## src/rvCore_consts.svh

```systemverilog
`ifndef RVCORE_CONSTS_SVH
`define RVCORE_CONSTS_SVH

// datapath width
`define XLEN 32
// instruction byte address, data word address
`define IADDR_W 12
`define DADDR_W 12
// first fetch after reset
`define RESET_PC 32'h0000_0000

// rv32i major opcodes, instr[6:0]
`define OPC_OP     7'b0110011
`define OPC_OP_IMM 7'b0010011
`define OPC_LOAD   7'b0000011
`define OPC_STORE  7'b0100011
`define OPC_BRANCH 7'b1100011
`define OPC_JAL    7'b1101111
`define OPC_JALR   7'b1100111
`define OPC_LUI    7'b0110111
`define OPC_SYSTEM 7'b1110011

`endif
```

## src/rvPkg.sv

```systemverilog
`default_nettype none
`include "rvCore_consts.svh"

package rvPkg;

   // major opcode classes seen by the decoder
   typedef enum logic [6:0] {
      opcOp     = `OPC_OP,
      opcOpImm  = `OPC_OP_IMM,
      opcLoad   = `OPC_LOAD,
      opcStore  = `OPC_STORE,
      opcBranch = `OPC_BRANCH,
      opcJal    = `OPC_JAL,
      opcJalr   = `OPC_JALR,
      opcLui    = `OPC_LUI,
      opcSystem = `OPC_SYSTEM
   } opcode_t;

   // passB carries the U immediate for lui
   typedef enum logic [2:0] {
      aluAdd, aluSub, aluAnd, aluOr, aluXor, aluSlt, aluPassB
   } aluOp_t;

   typedef enum logic [2:0] {brNone, brEq, brNe, brLt, brGe} brCond_t;

   // register file write data source
   typedef enum logic [1:0] {wbAlu, wbMem, wbPc4} wbSel_t;

   // operand source in EX
   typedef enum logic [1:0] {fwdNone, fwdMem, fwdWb} fwdSel_t;

endpackage

`default_nettype wire

```

## src/riscvTop.sv

```systemverilog
`default_nettype none
`include "rvCore_consts.svh"

module riscvTop (
   input  logic                CLK,
   input  logic                RSTn,
   output logic                I_MEM_CSN,
   output logic [`IADDR_W-1:0] I_MEM_ADDR,
   input  logic [`XLEN-1:0]    I_MEM_DI,
   output logic                D_MEM_CSN,
   output logic                D_MEM_WEN,
   output logic [`DADDR_W-1:0] D_MEM_ADDR,
   output logic [`XLEN-1:0]    D_MEM_DOUT,
   input  logic [`XLEN-1:0]    D_MEM_DI,
   output logic                RF_WE,
   output logic [4:0]          RF_RA1,
   output logic [4:0]          RF_RA2,
   output logic [4:0]          RF_WA1,
   input  logic [`XLEN-1:0]    RF_RD1,
   input  logic [`XLEN-1:0]    RF_RD2,
   output logic [`XLEN-1:0]    RF_WD,
   output logic                HALT,
   output logic [`XLEN-1:0]    NUM_INST,
   output logic [`XLEN-1:0]    OUTPUT_PORT
);
   import rvPkg::*;

   // fetch and IF/ID
   logic [`XLEN-1:0] pc;
   logic             ifIdValid;
   logic [`XLEN-1:0] ifIdInstr, ifIdPc;
   // decode results
   logic [4:0]       decRs1, decRs2, decRd;
   logic [`XLEN-1:0] decImm;
   aluOp_t           decAluOp;
   brCond_t          decBrCond;
   wbSel_t           decWbSel;
   logic             decAluSrcImm, decAluSrcPc, decRegWrite, decMemRead, decMemWrite;
   logic             decIsJump, decIsJalr, decIsHalt;
   // ID/EX
   logic             idExValid;
   logic [`XLEN-1:0] idExPc, idExRd1, idExRd2, idExImm;
   logic [4:0]       idExRs1, idExRs2, idExRd;
   aluOp_t           idExAluOp;
   brCond_t          idExBrCond;
   wbSel_t           idExWbSel;
   logic             idExAluSrcImm, idExAluSrcPc, idExRegWrite, idExMemRead, idExMemWrite;
   logic             idExIsJump, idExIsJalr, idExIsHalt;
   // execute
   fwdSel_t          fwdA, fwdB;
   logic [`XLEN-1:0] fwdRs1, fwdRs2, aluA, aluB, aluResult, exPc4, exTarget;
   logic             brTaken, redirect, stall, flush;
   // EX/MEM
   logic             exMemValid;
   logic [`XLEN-1:0] exMemAlu, exMemRs2, exMemPc4, memFwdValue;
   logic [4:0]       exMemRd;
   wbSel_t           exMemWbSel;
   logic             exMemRegWrite, exMemMemRead, exMemMemWrite, exMemIsHalt;
   // MEM/WB
   logic             memWbValid;
   logic [`XLEN-1:0] memWbAlu, memWbLoad, memWbPc4, wbValue;
   logic [4:0]       memWbRd;
   wbSel_t           memWbWbSel;
   logic             memWbRegWrite, memWbIsHalt;
   logic             haltQ;

   // instruction port, pc low bits are the byte address
   assign I_MEM_CSN  = RSTn | HALT;
   assign I_MEM_ADDR = pc[`IADDR_W-1:0];

   rvDecoder u_rvDecoder (
      .instr(ifIdInstr), .rs1(decRs1), .rs2(decRs2), .rd(decRd), .imm(decImm),
      .aluOp(decAluOp), .brCond(decBrCond), .wbSel(decWbSel),
      .aluSrcImm(decAluSrcImm), .aluSrcPc(decAluSrcPc), .regWrite(decRegWrite),
      .memRead(decMemRead), .memWrite(decMemWrite), .isJump(decIsJump),
      .isJalr(decIsJalr), .isHalt(decIsHalt)
   );

   // register file read in ID, write-through covers the WB case
   assign RF_RA1 = decRs1;
   assign RF_RA2 = decRs2;

   rvHazardUnit u_rvHazardUnit (
      .exRs1(idExRs1), .exRs2(idExRs2), .idRs1(decRs1), .idRs2(decRs2),
      .exMemRead(idExValid & idExMemRead), .exRd(idExRd), .memRd(exMemRd),
      .wbRd(memWbRd), .memRegWrite(exMemValid & exMemRegWrite),
      .wbRegWrite(memWbValid & memWbRegWrite), .redirect(redirect),
      .fwdA(fwdA), .fwdB(fwdB), .stall(stall), .flush(flush)
   );

   // jal result in MEM is its return address, not the alu target
   assign memFwdValue = (exMemWbSel == wbPc4) ? exMemPc4 : exMemAlu;

   always_comb begin
      case (fwdA)
         fwdMem:  fwdRs1 = memFwdValue;
         fwdWb:   fwdRs1 = wbValue;
         default: fwdRs1 = idExRd1;
      endcase
      case (fwdB)
         fwdMem:  fwdRs2 = memFwdValue;
         fwdWb:   fwdRs2 = wbValue;
         default: fwdRs2 = idExRd2;
      endcase
   end

   assign aluA = idExAluSrcPc ? idExPc : fwdRs1;
   assign aluB = idExAluSrcImm ? idExImm : fwdRs2;

   rvAlu u_rvAlu (
      .opA(aluA), .opB(aluB), .aluOp(idExAluOp), .cmpA(fwdRs1), .cmpB(fwdRs2),
      .brCond(idExBrCond), .result(aluResult), .brTaken(brTaken)
   );

   assign exPc4    = idExPc + 32'd4;
   // jalr target drops bit 0
   assign exTarget = {aluResult[`XLEN-1:1], aluResult[0] & ~idExIsJalr};
   assign redirect = idExValid & (idExIsJump | brTaken);

   // control state: pc, valid bits, halt latch and retire counter
   always_ff @(posedge CLK) begin
      if (RSTn) begin
         pc         <= `RESET_PC;
         ifIdValid  <= 1'b0;
         idExValid  <= 1'b0;
         exMemValid <= 1'b0;
         memWbValid <= 1'b0;
         haltQ      <= 1'b0;
         NUM_INST   <= '0;
      end else begin
         if (redirect) begin
            pc <= exTarget;
         end else if (!stall) begin
            pc <= pc + 32'd4;
         end
         if (flush) begin
            ifIdValid <= 1'b0;
         end else if (!stall) begin
            ifIdValid <= 1'b1;
         end
         // stall leaves a bubble in EX
         idExValid  <= ifIdValid & ~flush & ~stall;
         exMemValid <= idExValid;
         memWbValid <= exMemValid;
         if (memWbValid && memWbIsHalt) begin
            haltQ <= 1'b1;
         end
         // ebreak itself counts, anything behind it does not
         if (memWbValid && !haltQ) begin
            NUM_INST <= NUM_INST + 1'b1;
         end
      end
   end

   // pipeline payload
   always_ff @(posedge CLK) begin
      if (!stall) begin
         ifIdInstr <= I_MEM_DI;
         ifIdPc    <= pc;
      end
      idExPc        <= ifIdPc;
      idExRd1       <= RF_RD1;
      idExRd2       <= RF_RD2;
      idExImm       <= decImm;
      idExRs1       <= decRs1;
      idExRs2       <= decRs2;
      idExRd        <= decRd;
      idExAluOp     <= decAluOp;
      idExBrCond    <= decBrCond;
      idExWbSel     <= decWbSel;
      idExAluSrcImm <= decAluSrcImm;
      idExAluSrcPc  <= decAluSrcPc;
      idExRegWrite  <= decRegWrite;
      idExMemRead   <= decMemRead;
      idExMemWrite  <= decMemWrite;
      idExIsJump    <= decIsJump;
      idExIsJalr    <= decIsJalr;
      idExIsHalt    <= decIsHalt;
      exMemAlu      <= aluResult;
      exMemRs2      <= fwdRs2;
      exMemPc4      <= exPc4;
      exMemRd       <= idExRd;
      exMemWbSel    <= idExWbSel;
      exMemRegWrite <= idExRegWrite;
      exMemMemRead  <= idExMemRead;
      exMemMemWrite <= idExMemWrite;
      exMemIsHalt   <= idExIsHalt;
      memWbAlu      <= exMemAlu;
      memWbLoad     <= D_MEM_DI;
      memWbPc4      <= exMemPc4;
      memWbRd       <= exMemRd;
      memWbWbSel    <= exMemWbSel;
      memWbRegWrite <= exMemRegWrite;
      memWbIsHalt   <= exMemIsHalt;
   end

   // data port, word address from the alu result
   assign D_MEM_CSN  = RSTn | HALT | ~(exMemValid & (exMemMemRead | exMemMemWrite));
   assign D_MEM_WEN  = ~(exMemValid & exMemMemWrite & ~HALT);
   assign D_MEM_ADDR = exMemAlu[`DADDR_W+1:2];
   assign D_MEM_DOUT = exMemRs2;

   always_comb begin
      case (memWbWbSel)
         wbMem:   wbValue = memWbLoad;
         wbPc4:   wbValue = memWbPc4;
         default: wbValue = memWbAlu;
      endcase
   end

   // halt is visible in the same cycle ebreak sits in WB
   assign HALT        = haltQ | (memWbValid & memWbIsHalt);
   assign RF_WE       = memWbValid & memWbRegWrite & ~HALT;
   assign RF_WA1      = memWbRd;
   assign RF_WD       = wbValue;
   assign OUTPUT_PORT = wbValue;

endmodule

`default_nettype wire

```

## src/rvHazardUnit.sv

```systemverilog
`default_nettype none

module rvHazardUnit (
   input  logic [4:0]      exRs1,
   input  logic [4:0]      exRs2,
   input  logic [4:0]      idRs1,
   input  logic [4:0]      idRs2,
   input  logic            exMemRead,
   input  logic [4:0]      exRd,
   input  logic [4:0]      memRd,
   input  logic [4:0]      wbRd,
   input  logic            memRegWrite,
   input  logic            wbRegWrite,
   input  logic            redirect,
   output rvPkg::fwdSel_t  fwdA,
   output rvPkg::fwdSel_t  fwdB,
   output logic            stall,
   output logic            flush
);
   import rvPkg::*;

   logic loadUse;

   // youngest producer wins, mem before wb, x0 never forwards
   function automatic fwdSel_t pickFwd(input logic [4:0] src);
      fwdSel_t sel;
      sel = fwdNone;
      if (memRegWrite && memRd != 5'd0 && memRd == src) begin
         sel = fwdMem;
      end else if (wbRegWrite && wbRd != 5'd0 && wbRd == src) begin
         sel = fwdWb;
      end
      return sel;
   endfunction

   assign fwdA = pickFwd(exRs1);
   assign fwdB = pickFwd(exRs2);

   // load in EX feeding the instruction in ID, data not ready until WB
   assign loadUse = exMemRead && exRd != 5'd0 && (exRd == idRs1 || exRd == idRs2);

   // a redirect kills the ID instruction anyway so it overrides the stall
   assign flush = redirect;
   assign stall = loadUse & ~redirect;

endmodule

`default_nettype wire

```

## src/rvAlu.sv

```systemverilog
`default_nettype none
`include "rvCore_consts.svh"

module rvAlu (
   input  logic [`XLEN-1:0] opA,
   input  logic [`XLEN-1:0] opB,
   input  rvPkg::aluOp_t    aluOp,
   input  logic [`XLEN-1:0] cmpA,
   input  logic [`XLEN-1:0] cmpB,
   input  rvPkg::brCond_t   brCond,
   output logic [`XLEN-1:0] result,
   output logic             brTaken
);
   import rvPkg::*;

   logic sltAB;
   logic ltCmp;

   assign sltAB = $signed(opA) < $signed(opB);
   // branch compare is signed, blt and bge only
   assign ltCmp = $signed(cmpA) < $signed(cmpB);

   always_comb begin
      case (aluOp)
         aluAdd:   result = opA + opB;
         aluSub:   result = opA - opB;
         aluAnd:   result = opA & opB;
         aluOr:    result = opA | opB;
         aluXor:   result = opA ^ opB;
         aluSlt:   result = {{(`XLEN-1){1'b0}}, sltAB};
         aluPassB: result = opB;
         default:  result = '0;
      endcase
   end

   always_comb begin
      case (brCond)
         brEq:    brTaken = (cmpA == cmpB);
         brNe:    brTaken = (cmpA != cmpB);
         brLt:    brTaken = ltCmp;
         brGe:    brTaken = ~ltCmp;
         default: brTaken = 1'b0;
      endcase
   end

endmodule

`default_nettype wire

```

## src/rvDecoder.sv

```systemverilog
`default_nettype none
`include "rvCore_consts.svh"

module rvDecoder (
   input  logic [`XLEN-1:0] instr,
   output logic [4:0]       rs1,
   output logic [4:0]       rs2,
   output logic [4:0]       rd,
   output logic [`XLEN-1:0] imm,
   output rvPkg::aluOp_t    aluOp,
   output rvPkg::brCond_t   brCond,
   output rvPkg::wbSel_t    wbSel,
   output logic             aluSrcImm,
   output logic             aluSrcPc,
   output logic             regWrite,
   output logic             memRead,
   output logic             memWrite,
   output logic             isJump,
   output logic             isJalr,
   output logic             isHalt
);
   import rvPkg::*;

   opcode_t    opc;
   logic [2:0] funct3;
   logic       useRs1;
   logic       useRs2;

   assign opc    = opcode_t'(instr[6:0]);
   assign funct3 = instr[14:12];

   // unused source fields read as x0 so they never match in the hazard unit
   assign rs1 = useRs1 ? instr[19:15] : 5'd0;
   assign rs2 = useRs2 ? instr[24:20] : 5'd0;
   assign rd  = instr[11:7];

   always_comb begin
      // unknown opcode falls out as a no-op
      imm       = '0;
      aluOp     = aluAdd;
      brCond    = brNone;
      wbSel     = wbAlu;
      aluSrcImm = 1'b0;
      aluSrcPc  = 1'b0;
      regWrite  = 1'b0;
      memRead   = 1'b0;
      memWrite  = 1'b0;
      isJump    = 1'b0;
      isJalr    = 1'b0;
      isHalt    = 1'b0;
      useRs1    = 1'b0;
      useRs2    = 1'b0;
      case (opc)
         opcOp, opcOpImm: begin
            useRs1    = 1'b1;
            useRs2    = (opc == opcOp);
            aluSrcImm = (opc == opcOpImm);
            imm       = {{20{instr[31]}}, instr[31:20]};
            regWrite  = 1'b1;
            case (funct3)
               // funct7 bit 5 selects sub, register form only
               3'b000: aluOp = (opc == opcOp && instr[30]) ? aluSub : aluAdd;
               3'b010: aluOp = aluSlt;
               3'b100: aluOp = aluXor;
               3'b110: aluOp = aluOr;
               3'b111: aluOp = aluAnd;
               // shifts and sltu are not supported
               default: regWrite = 1'b0;
            endcase
         end
         opcLui: begin
            imm       = {instr[31:12], 12'd0};
            aluOp     = aluPassB;
            aluSrcImm = 1'b1;
            regWrite  = 1'b1;
         end
         opcLoad: begin
            useRs1    = 1'b1;
            imm       = {{20{instr[31]}}, instr[31:20]};
            aluSrcImm = 1'b1;
            memRead   = 1'b1;
            regWrite  = 1'b1;
            wbSel     = wbMem;
         end
         opcStore: begin
            useRs1    = 1'b1;
            useRs2    = 1'b1;
            imm       = {{20{instr[31]}}, instr[31:25], instr[11:7]};
            aluSrcImm = 1'b1;
            memWrite  = 1'b1;
         end
         opcBranch: begin
            useRs1    = 1'b1;
            useRs2    = 1'b1;
            // adder forms pc + imm, compare runs on the side
            imm       = {{19{instr[31]}}, instr[31], instr[7], instr[30:25],
                         instr[11:8], 1'b0};
            aluSrcPc  = 1'b1;
            aluSrcImm = 1'b1;
            case (funct3)
               3'b000:  brCond = brEq;
               3'b001:  brCond = brNe;
               3'b100:  brCond = brLt;
               3'b101:  brCond = brGe;
               default: brCond = brNone;
            endcase
         end
         opcJal: begin
            imm       = {{11{instr[31]}}, instr[31], instr[19:12], instr[20],
                         instr[30:21], 1'b0};
            aluSrcPc  = 1'b1;
            aluSrcImm = 1'b1;
            isJump    = 1'b1;
            regWrite  = 1'b1;
            wbSel     = wbPc4;
         end
         opcJalr: begin
            useRs1    = 1'b1;
            imm       = {{20{instr[31]}}, instr[31:20]};
            aluSrcImm = 1'b1;
            isJump    = 1'b1;
            isJalr    = 1'b1;
            regWrite  = 1'b1;
            wbSel     = wbPc4;
         end
         opcSystem: begin
            // only ebreak does anything, ecall and csr ops are no-ops
            isHalt = (instr[31:20] == 12'h001) && (funct3 == 3'b000);
         end
         default: begin
         end
      endcase
   end

endmodule

`default_nettype wire

```

## config.mk

```make
export PLATFORM = sky130hd
export DESIGN_NAME = riscvTop
export DESIGN_NICKNAME = d
export VERILOG_FILES = /design/src/rvPkg.sv /design/src/riscvTop.sv /design/src/rvHazardUnit.sv /design/src/rvAlu.sv /design/src/rvDecoder.sv
export VERILOG_INCLUDE_DIRS = /design/src
export SDC_FILE = /design/constraint.sdc
export NUM_CORES = 1
export LEC_CHECK = 0
export BUFFER_PORTS_ARGS = -buffer_cell sky130_fd_sc_hd__buf_2
export CORE_MARGIN = 2
export CORE_UTILIZATION = 35
export DETAILED_ROUTE_END_ITERATION = 10
export PLACE_DENSITY = 0.55
export SYNTH_ARGS = -nofsm -noshare
export SYNTH_HDL_FRONTEND = slang
export SYNTH_HIERARCHICAL = 1
export SYNTH_SLANG_ARGS = --single-unit
export TNS_END_PERCENT = 30
```

## constraint.sdc

```tcl
create_clock -name CLK -period 9.8 [get_ports CLK]
set_input_delay 1.96 -clock CLK [delete_from_list [all_inputs] [get_ports CLK]]
set_output_delay 1.96 -clock CLK [all_outputs]
set_load 0.03 [all_outputs]
```

==> results.toml <==
[critical_path]
critPathMaxStageDelay_ps = 680
crit_path_end_kind = "flop"
crit_type = "flop to flop"
reg2reg_from = "exMemValid$_SDFF_PP0_"
rr_endpoint = "pc[17]$_SDFFE_PP0N_"
start_kind = "flop"
rrSetupSlack_ps = 1890
crit_path_max_fanout = 38
slowest_stage = "or4_1"
crit_end = "pc[17]$_SDFFE_PP0N_"
r2r_cells = 28
critical_path_arrival_ps = 8430
crit_start = "exMemValid$_SDFF_PP0_"
crit_required_ps = 10330

[timing]
fin_setup_tns_ps = 0
slew_viol_final = 0
finClkSkew_ps = 18.8
relSlewSlack = 0.153
tightest_slew_ps = 1260
finalHoldViolCount = 0
finalSetupViolCount = 0
clock.fmax_mhz = 126
rsz0062_at_grt = "false"
period_share = 0.807
period_needed_ps = 7910

[synth]
synth_top_area_share = 0.354
synth_area_leaders = "dfxtp_1, ha_1, edfxtp_1"
yosysTopAreaCell = "dfxtp_1"
synth_cell_type_count = 101
synthArstFlopShare = 0
synth_edf_count = 64
syn_inst = 2657
syn_nets = 2943
syn_area_per_cell_um2 = 9.37
seq_area_frac_synth = 0.431
yosys_warnings = 6
synth-main-ff-cell = "dfxtp_1"
synth-seq-cells = 504
synthesis.area_um2 = 24900

[grt]
grt-ovfl-total = 0
grt_max_degree = 70
grt_pass1_vias = 20900
antenna_found_initial = 6
grt_pass1_wl_mm = 140
grt_use_total = 0.255

[power_and_ir_drop]
power_density_nw_per_um2 = 198
p_leak_uw = 0.0122
vdd_drop_max_mv = 0.146

[cells_and_area]
layout_common_cells = "dfxtp_1, buf_2, nor2_1"
mostFrequentLayoutCell = "dfxtp_1"
final_area_um2 = 28800
synthToLayoutAreaGrowth_pct = 15.6
drive_above_1_share = 0.179
fin_nets = 3126

[floorplanning]
ioPinCount = 302
die_area_um2 = 73300
die_h_um = 271
die_x_um = 271
coreArea_um2 = 70300
num_rows = 97
start_util = 0.354

[clocking]
root_buffer = "clkbuf_16"
cts_made_buffers = 54
clk_latency_ps = 630
postCtsSetupBuffers = 0
cts_tree = "yes"
post_cts_resize_count = 0
cts.clk_slew.worst_paths_ps = 60
htree_num_levels = 2
numClockSinks = 504
clockBufferDepth = 3
cts_hold_buf = 0

[route]
ant_nets = 0
wire_per_inst_um = 25.4
drtPass1Iterations = 5
routed_via_density = 5.66
num_vias = 21700
drt_iter0_markers = 2091
drc = 0
wl_mm = 97.3

[job]
drv_cap = 0

[place]
hpwl_mm = 73.6
port_buffers = 301
gp_congestion = 0.943
post_dp_cell_area_um2 = 26800

[run_status]
status = "finished clean"

[hold_path]
holdCritPathClass = "flop to flop"
metrics by stage:
stage                     power (µW)  setup WS [ps]   util  hold WS, ps  std cells
final                           5700           1890  0.410          327       3828
after global routing            5900           1370  0.410          332       3826
after CTS                       5730           2000  0.409          327       3825
after detailed placement        3460           2020  0.381          312       3724
after global placement          3460           2150  0.381          313       3724
after floorplan                 3090           2260      -          310       2657
flip-flops by register name (all words and copies together), names as in the netlist, 5 cells and up:
register    count
D_MEM_DOUT     32
NUM_INST       32
RF_WA1          5
exMemAlu       32
exMemPc4       32
exMemRd         5
idExImm        32
idExPc         32
idExRd          5
idExRd1        32
idExRd2        32
idExRs1         5
idExRs2         5
ifIdInstr      32
ifIdPc         32
memWbAlu       32
memWbLoad      32
memWbPc4       32
pc             32
cell families (layout without fill, tap and decap cells):
family / after synthesis / in the layout / share of synthesized area
compound gates: 670 / 670 / 0.188
xor+xnor: 99 / 99 / 0.0348
fa+ha+maj: 156 / 156 / 0.0790
buf+inv: 362 / 590 / 0.0682
flops: 504 / 504 / 0.431
mux: 81 / 81 / 0.0346
other cells: 0 / 3 / 0
simple gates: 785 / 785 / 0.164
cell type report:
cell class,count,area [µm²]
multi-input combinational,1791,12500
clock inverter,27,353
fill,6943,41500
tap,940,1180
clock buffer,74,1660
antenna,3,7.51
timing repair buffer,337,1790
sequential,504,10700
inverter,152,571
how the worst min path moves through the flow:
stage	start	endpoint	slack, ps	cells past startpoint
6_report	idExIsHalt$_DFF_P_	exMemIsHalt$_DFF_P_	330	0
5_1_grt	idExRegWrite$_DFF_P_	exMemRegWrite$_DFF_P_	330	0
2_1_floorplan	idExIsHalt$_DFF_P_	exMemIsHalt$_DFF_P_	310	0
3_5_place_dp	idExMemWrite$_DFF_P_	exMemMemWrite$_DFF_P_	310	0
4_1_cts	idExIsHalt$_DFF_P_	exMemIsHalt$_DFF_P_	330	0
3_3_place_gp	exMemIsHalt$_DFF_P_	memWbIsHalt$_DFF_P_	310	0
cells in the mapped netlist (43+ instances only):
cell,count
dfxtp_1,440
nor2_1,196
nand2_1,174
ha_1,154
inv_1,150
a21oi_1,119
clkbuf_1,107
o21ai_0,103
o31ai_1,90
nor2b_1,86
a221oi_1,69
edfxtp_1,64
buf_4,63
nand3_1,63
xnor2_1,58
a21o_1,43
per-layer routing:
layer | vias up | global-route usage | part of all wire
met5 | - | 0 | 0
met4 | 0 | 0.119 | 0.050
met3 | 208 | 0.0351 | 0.067
met2 | 979 | 0.411 | 0.45
met1 | 10600 | 0.337 | 0.43
li1 | 9905 | - | -
where the power goes:
part	internal (µW)	switching (µW)
clock network	1350	907
registers	2260	138
logic	321	717
critical path, delay by kind of cell (launching register included):
kind,cells,cell delay (ps)
AND/OR/NAND/NOR,13,4290
adder cells (fa/ha/maj),2,980
buffers and inverters,3,690
AO/OA/AOI/OAI,10,1420
flip-flops,1,360
Power figures use the tool's default switching activity.
